<file path="config.mk">
export PLATFORM = sky130hd
export DESIGN_NAME = hssi_tx_top
export DESIGN_NICKNAME = d
export VERILOG_FILES = /design/src/design/hssi_tx_pkg.sv /design/src/design/tx_axis_if.sv /design/src/design/axis_register.sv /design/src/design/axis_tx_pipeline.sv /design/src/design/hssi_tx_top.sv
export SDC_FILE = /design/constraint.sdc
export NUM_CORES = 1
export LEC_CHECK = 0
export BUFFER_PORTS_ARGS = -buffer_cell sky130_fd_sc_hd__buf_2
export CORE_ASPECT_RATIO = 1.75
export CORE_MARGIN = 1
export CORE_UTILIZATION = 55
export DETAILED_ROUTE_END_ITERATION = 12
export PLACE_DENSITY = 0.84
export SYNTH_ARGS = -nofsm -noshare
export SYNTH_HDL_FRONTEND = slang
export SYNTH_SLANG_ARGS = --single-unit
</file>
<file path="constraint.sdc">
create_clock -name clk -period 11.6 [get_ports clk]
set_input_delay 1.16 -clock clk [delete_from_list [all_inputs] [get_ports clk]]
set_output_delay 1.16 -clock clk [all_outputs]
set_load 0.005 [all_outputs]
</file>
<file path="src/design/hssi_tx_pkg.sv">
package hssi_tx_pkg;

   // ------------------------------
   // beat geometry
   // ------------------------------

   // client side data word of one stream beat
   localparam int tdata_w = 64;

   // one keep bit per data byte
   localparam int tkeep_w = tdata_w / 8;

   // sideband from client to MAC port
   localparam int tuser_w = 10;

   // ------------------------------
   // stage style
   // ------------------------------

   // mode_skid has a registered ready and one extra beat of storage
   // mode_simple runs at full rate and passes ready through combinationally
   // mode_bubble runs at half rate with no ready path back through the stage
   // mode_bypass is plain wires
   typedef enum logic [1:0] {
      mode_skid   = 2'd0,
      mode_simple = 2'd1,
      mode_bubble = 2'd2,
      mode_bypass = 2'd3
   } pl_mode_e;

endpackage

</file>
<file path="src/design/tx_axis_if.sv">
`timescale 1ns/10ps

interface tx_axis_if (
   input logic clk,
   input logic rst
);

   // ------------------------------
   // beat from the source
   // ------------------------------
   logic                            tvalid;
   logic [hssi_tx_pkg::tdata_w-1:0] tdata;
   logic [hssi_tx_pkg::tkeep_w-1:0] tkeep;  // byte enables
   logic                            tlast;  // end of packet
   logic [hssi_tx_pkg::tuser_w-1:0] tuser;

   // back-pressure from the sink
   logic                            tready;

   // upstream side of a link
   modport src (
      input  clk,
      input  rst,
      output tvalid,
      output tdata,
      output tkeep,
      output tlast,
      output tuser,
      input  tready
   );

   // downstream side of a link
   modport snk (
      input  clk,
      input  rst,
      input  tvalid,
      input  tdata,
      input  tkeep,
      input  tlast,
      input  tuser,
      output tready
   );

endinterface

</file>
<file path="src/design/axis_register.sv">
`timescale 1ns/10ps

module axis_register #(
   parameter hssi_tx_pkg::pl_mode_e MODE          = hssi_tx_pkg::mode_skid,
   parameter bit                    READY_RST_VAL = 1'b0
) (
   tx_axis_if.snk snk,
   tx_axis_if.src src
);

   // packed beat with data on top and tuser at the bottom
   localparam int beat_w = hssi_tx_pkg::tdata_w + hssi_tx_pkg::tkeep_w + 1
                           + hssi_tx_pkg::tuser_w;

   logic              clk;
   logic              rst;
   logic [beat_w-1:0] snk_beat;
   logic              out_valid;   // output register occupied
   logic [beat_w-1:0] out_beat;
   logic              out_open;    // output register can take a beat this cycle

   assign clk = snk.clk;
   assign rst = snk.rst;

   assign snk_beat = {snk.tdata, snk.tkeep, snk.tlast, snk.tuser};

   assign src.tvalid = out_valid;
   assign {src.tdata, src.tkeep, src.tlast, src.tuser} = out_beat;

   assign out_open = !out_valid || src.tready;

   generate
      if (MODE == hssi_tx_pkg::mode_skid) begin : g_skid

         // ------------------------------
         // skid buffer
         // ------------------------------
         logic              rdy_q;       // registered ready to upstream
         logic              skid_valid;
         logic [beat_w-1:0] skid_beat;
         logic              s_fire;

         assign snk.tready = rdy_q;
         assign s_fire     = snk.tvalid && rdy_q;

         // rdy_q is low exactly while the skid register holds a beat
         always_ff @(posedge clk) begin
            if (rst) begin
               out_valid  <= 1'b0;
               skid_valid <= 1'b0;
               rdy_q      <= READY_RST_VAL;
            end else if (out_open) begin
               out_valid  <= skid_valid || s_fire;   // skid drains first
               skid_valid <= 1'b0;
               rdy_q      <= 1'b1;
            end else if (s_fire) begin
               // downstream stalled while a beat came in
               skid_valid <= 1'b1;
               rdy_q      <= 1'b0;
            end
         end

         always_ff @(posedge clk) begin
            if (out_open) begin
               out_beat <= skid_valid ? skid_beat : snk_beat;
            end
            if (!out_open && s_fire) begin
               skid_beat <= snk_beat;
            end
         end

      end else if (MODE == hssi_tx_pkg::mode_simple ||
                   MODE == hssi_tx_pkg::mode_bubble) begin : g_single

         // ------------------------------
         // simple and bubble buffers
         // ------------------------------
         logic rdy_en;   // holds ready at its reset value until rst drops
         logic s_fire;

         // bubble only accepts into an empty register, so it never
         // needs the downstream ready on this path
         if (MODE == hssi_tx_pkg::mode_simple) begin : g_rdy_simple
            assign snk.tready = rdy_en && out_open;
         end else begin : g_rdy_bubble
            assign snk.tready = rdy_en && !out_valid;
         end

         assign s_fire = snk.tvalid && snk.tready;

         always_ff @(posedge clk) begin
            if (rst) begin
               out_valid <= 1'b0;
               rdy_en    <= READY_RST_VAL;
            end else begin
               rdy_en <= 1'b1;
               if (out_open) begin
                  out_valid <= s_fire;
               end
            end
         end

         always_ff @(posedge clk) begin
            if (s_fire) begin
               out_beat <= snk_beat;   // s_fire implies out_open here
            end
         end

      end else begin : g_bypass

         // ------------------------------
         // bypass with zero latency
         // ------------------------------
         assign snk.tready = src.tready;
         assign out_valid  = snk.tvalid;
         assign out_beat   = snk_beat;

      end
   endgenerate

   // ------------------------------
   // protocol checks
   // ------------------------------

   // once offered, a beat stays offered until downstream takes it
   a_valid_hold : assert property (
      @(posedge clk) disable iff (rst)
      src.tvalid && !src.tready |=> src.tvalid
   ) else $error("axis_register: tvalid dropped before the beat was taken");

   // nothing leaves the stage while it is held in reset
   a_valid_rst : assert property (
      @(posedge clk)
      rst && $past(rst) |-> !src.tvalid
   ) else $error("axis_register: tvalid high during reset");

endmodule

</file>
<file path="src/design/axis_tx_pipeline.sv">
`timescale 1ns/10ps

module axis_tx_pipeline #(
   parameter hssi_tx_pkg::pl_mode_e MODE          = hssi_tx_pkg::mode_skid,
   parameter int                    PL_DEPTH      = 1,   // 0 to 8 stages
   parameter bit                    READY_RST_VAL = 1'b0
) (
   tx_axis_if.snk axis_s,   // from the client
   tx_axis_if.src axis_m    // toward the MAC port
);

   // links between stages where element n feeds stage n
   tx_axis_if axis_pl [PL_DEPTH:0] (
      .clk (axis_s.clk),
      .rst (axis_s.rst)
   );

   // ------------------------------
   // input end of the chain
   // ------------------------------
   assign axis_pl[0].tvalid = axis_s.tvalid;
   assign axis_pl[0].tdata  = axis_s.tdata;
   assign axis_pl[0].tkeep  = axis_s.tkeep;
   assign axis_pl[0].tlast  = axis_s.tlast;
   assign axis_pl[0].tuser  = axis_s.tuser;
   assign axis_s.tready     = axis_pl[0].tready;

   // ------------------------------
   // output end of the chain
   // ------------------------------
   // with PL_DEPTH of zero both ends land on element 0
   assign axis_m.tvalid            = axis_pl[PL_DEPTH].tvalid;
   assign axis_m.tdata             = axis_pl[PL_DEPTH].tdata;
   assign axis_m.tkeep             = axis_pl[PL_DEPTH].tkeep;
   assign axis_m.tlast             = axis_pl[PL_DEPTH].tlast;
   assign axis_m.tuser             = axis_pl[PL_DEPTH].tuser;
   assign axis_pl[PL_DEPTH].tready = axis_m.tready;

   // ------------------------------
   // register stages
   // ------------------------------
   genvar n;
   generate
      for (n = 0; n < PL_DEPTH; n++) begin : g_stage
         axis_register #(
            .MODE          (MODE),
            .READY_RST_VAL (READY_RST_VAL)
         ) axis_reg_inst (
            .snk (axis_pl[n]),
            .src (axis_pl[n+1])
         );
      end
   endgenerate

endmodule

</file>
<file path="src/design/hssi_tx_top.sv">
`timescale 1ns/10ps

module hssi_tx_top #(
   parameter hssi_tx_pkg::pl_mode_e MODE          = hssi_tx_pkg::mode_skid,
   parameter int                    PL_DEPTH      = 1,
   parameter bit                    READY_RST_VAL = 1'b0
) (
   input  logic                            clk,
   input  logic                            rst,

   // client side
   input  logic                            s_tvalid,
   input  logic [hssi_tx_pkg::tdata_w-1:0] s_tdata,
   input  logic [hssi_tx_pkg::tkeep_w-1:0] s_tkeep,
   input  logic                            s_tlast,
   input  logic [hssi_tx_pkg::tuser_w-1:0] s_tuser,
   output logic                            s_tready,

   // MAC port side
   output logic                            m_tvalid,
   output logic [hssi_tx_pkg::tdata_w-1:0] m_tdata,
   output logic [hssi_tx_pkg::tkeep_w-1:0] m_tkeep,
   output logic                            m_tlast,
   output logic [hssi_tx_pkg::tuser_w-1:0] m_tuser,
   input  logic                            m_tready
);

   tx_axis_if axis_client (
      .clk (clk),
      .rst (rst)
   );

   tx_axis_if axis_mac (
      .clk (clk),
      .rst (rst)
   );

   // ------------------------------
   // plain ports into the client link
   // ------------------------------
   assign axis_client.tvalid = s_tvalid;
   assign axis_client.tdata  = s_tdata;
   assign axis_client.tkeep  = s_tkeep;
   assign axis_client.tlast  = s_tlast;
   assign axis_client.tuser  = s_tuser;
   assign s_tready           = axis_client.tready;   // READY_RST_VAL during reset

   // ------------------------------
   // MAC link back out to plain ports
   // ------------------------------
   assign m_tvalid        = axis_mac.tvalid;
   assign m_tdata         = axis_mac.tdata;
   assign m_tkeep         = axis_mac.tkeep;
   assign m_tlast         = axis_mac.tlast;
   assign m_tuser         = axis_mac.tuser;
   assign axis_mac.tready = m_tready;

   axis_tx_pipeline #(
      .MODE          (MODE),
      .PL_DEPTH      (PL_DEPTH),
      .READY_RST_VAL (READY_RST_VAL)
   ) axis_tx_pipeline_inst (
      .axis_s (axis_client),
      .axis_m (axis_mac)
   );

endmodule

</file>
==> metrics <==
CTS root buf clkbuf_16; core area 11170 um^2; yosys synthesis warning count 0; Net Count, Synth 356; share of layout cells above drive strength 1 0.6194; layout net count 540; peak supply drop ~120 uV; Starting Density 0.5669; leakage approximately 3.1 nW; clock sink count roughly 170; grt ovf 0; Crit path arrival time 2.60 ns; routability cong. 0.7436; final wirelength 11020 um; first-pass GRT wire length 16560 um; Synth Instances 269; # rows 51; Placed Area 7308 um^2; crit-path max cell delay 0.77 ns; # IOs ~170; CP max FO 67; antenna viol nets, final 0; crit path cell chain buf_2 > nand2b_4 > nor2_4 > buf_4; initial antenna violation count 0; Achievable Freq 0.3901 GHz; postcts setup bufs 0; drt pass-1 iters 4; htree depth 4; design area 7916 um^2; CTS Buf Count 17; WS Path Type in -> reg; total global-route track usage 0.1878; fin crit share 0.2210; CTS tree done; Hold Path Cell Cnt 1; Startpoint Class primary input; #FFs+latches synth 169; final core occ 0.7089; Clock transition at path regs 0.06 ns; cts hold-fix bufs 0; R2R Setup Slk between 9 and 10 ns; required time worst endpoint ~12 ns; worst slew pin tran 1.101 ns; port buffer count 171; outcome completed; setup TNS 0 ns; die width about 83 um; most frequent cells in the layout buf_2, edfxtp_1, mux2_4, mux2_2, clkbuf_16; via count 3057; maxcap violations 0; die area 11960 um^2; Synth cell types 14; Final Slew Violations 0; Avg Cell Area, Syn around 24 um^2; critical path's slowest cell buf_4; routed length per instance 18.45 um; worst hold path class reg -> reg; DRC Markers 0; starting DRC count in detailed routing around 110; Crit. End Element register; endpoints failing setup 0; fillers ~690; synthesized area 6331 um^2; Reg2Reg Depth 2; post-cts sizing count 0; Die Height 143.9 um; post-route setup slack 9.036 ns; largest net degree at the start of global routing 87; final hold violations 0; worst skew pair latency 0.41 ns; Post-Route Skew 0.007126 ns; RSZ-0062 raised after global routing no; most common cell after layout, fill and taps aside buf_2; synthesis-to-layout area growth 25.04%; register area share after synthesis 0.7968; Setup Slack @ Placement around 8.6 ns; power per cell area 171.0 nW/um^2; Slew headroom 0.2658; vias in the first global route 3191; CTS Buffer Depth 2; ant diodes 0; vias per cell 5.121; placed wire-length estimate 7265 um; min Tclk post-route 2.564 ns
## layout make-up
type,count,area (um^2),share of cell area
tap,132,165.2,0.02086
multi-input combinational,91,1216,0.1536
sequential,169,5049,0.6377
clock buffer,19,432.9,0.05469
timing repair buffer,174,878.3,0.1110
clock inverter,12,175.2,0.02213
## how the worst max path moves through the flow
stage | depth (start not counted) | start | endpoint | slack (ns)
global placement | 4 | m_tready | register | 8.63
floorplan | 2 | m_tready | register | 4.19
global route | 4 | m_tready | register | 8.96
finish | 4 | m_tready | register | 9.04
detailed placement | 4 | m_tready | register | 8.60
CTS | 4 | m_tready | register | 9.04
## worst max-delay path: cells and delay by family
kind / cells / cell delay, ns
AND/OR/NAND/NOR: 2 / 0.52
buffers and inverters: 2 / 0.87
## registers in the layout, indices dropped and copies added, names as in the netlist, named ones only
name                                                          cells
axis_tx_pipeline_inst.g_stage.axis_reg_inst.snk.tready            1
axis_tx_pipeline_inst.g_stage.axis_reg_inst.src.tvalid            1
axis_tx_pipeline_inst.g_stage.axis_reg_inst.g_skid.skid_beat     83
axis_tx_pipeline_inst.g_stage.axis_reg_inst.out_beat             83
## cell families after synthesis
| group | count (synthesis) | synth area share |
|---|---|---|
| flip-flops | 169 | 0.7968 |
| AO/OA/AOI/OAI | 3 | 0.003162 |
| buffers and inverters | 9 | 0.01344 |
| AND/OR/NAND/NOR | 5 | 0.003952 |
| multiplexers | 83 | 0.1826 |
## report_power, final
part / leakage (nW) / total [mW] / internal [mW] / switching, mW
clock network: 0.292 / 0.577 / 0.359 / 0.218
logic: 1.19 / 0.0732 / 0.0421 / 0.0311
registers: 1.64 / 0.704 / 0.697 / 0.00691
total: 3.13 / 1.35 / 1.10 / 0.256
## metal layers
layer  global-route usage  vias to the layer above  wire, um
li1                     -                     1445         -
met1               0.2058                     1486      4129
met2               0.3244                      106      6031
met3              0.06950                       20       572
met4              0.08621                        0       283
met5                    0                        -         0
## per-stage QoR
step                power [mW]  cells  hold slack (ns)
floorplan               0.7462    269           0.5231
global placement        0.7871    566           0.5270
detailed placement      0.7905    566           0.5331
CTS                      1.366    597           0.5490
global route             1.394    597           0.5596
finish                   1.353    597           0.5458
## Yosys cell counts, drive strengths merged
library cell  number  area share
nand2b             1     0.00099
nor3               1     0.00079
nand2              1     0.00059
o21ba              1      0.0016
nor2b              1     0.00099
buf                9       0.013
edfxtp           166        0.79
dfxtp              3      0.0095
a21oi              2      0.0016
mux2              83        0.18
nor2               1     0.00059
No activity file was read; power rests on OpenSTA's default activity.
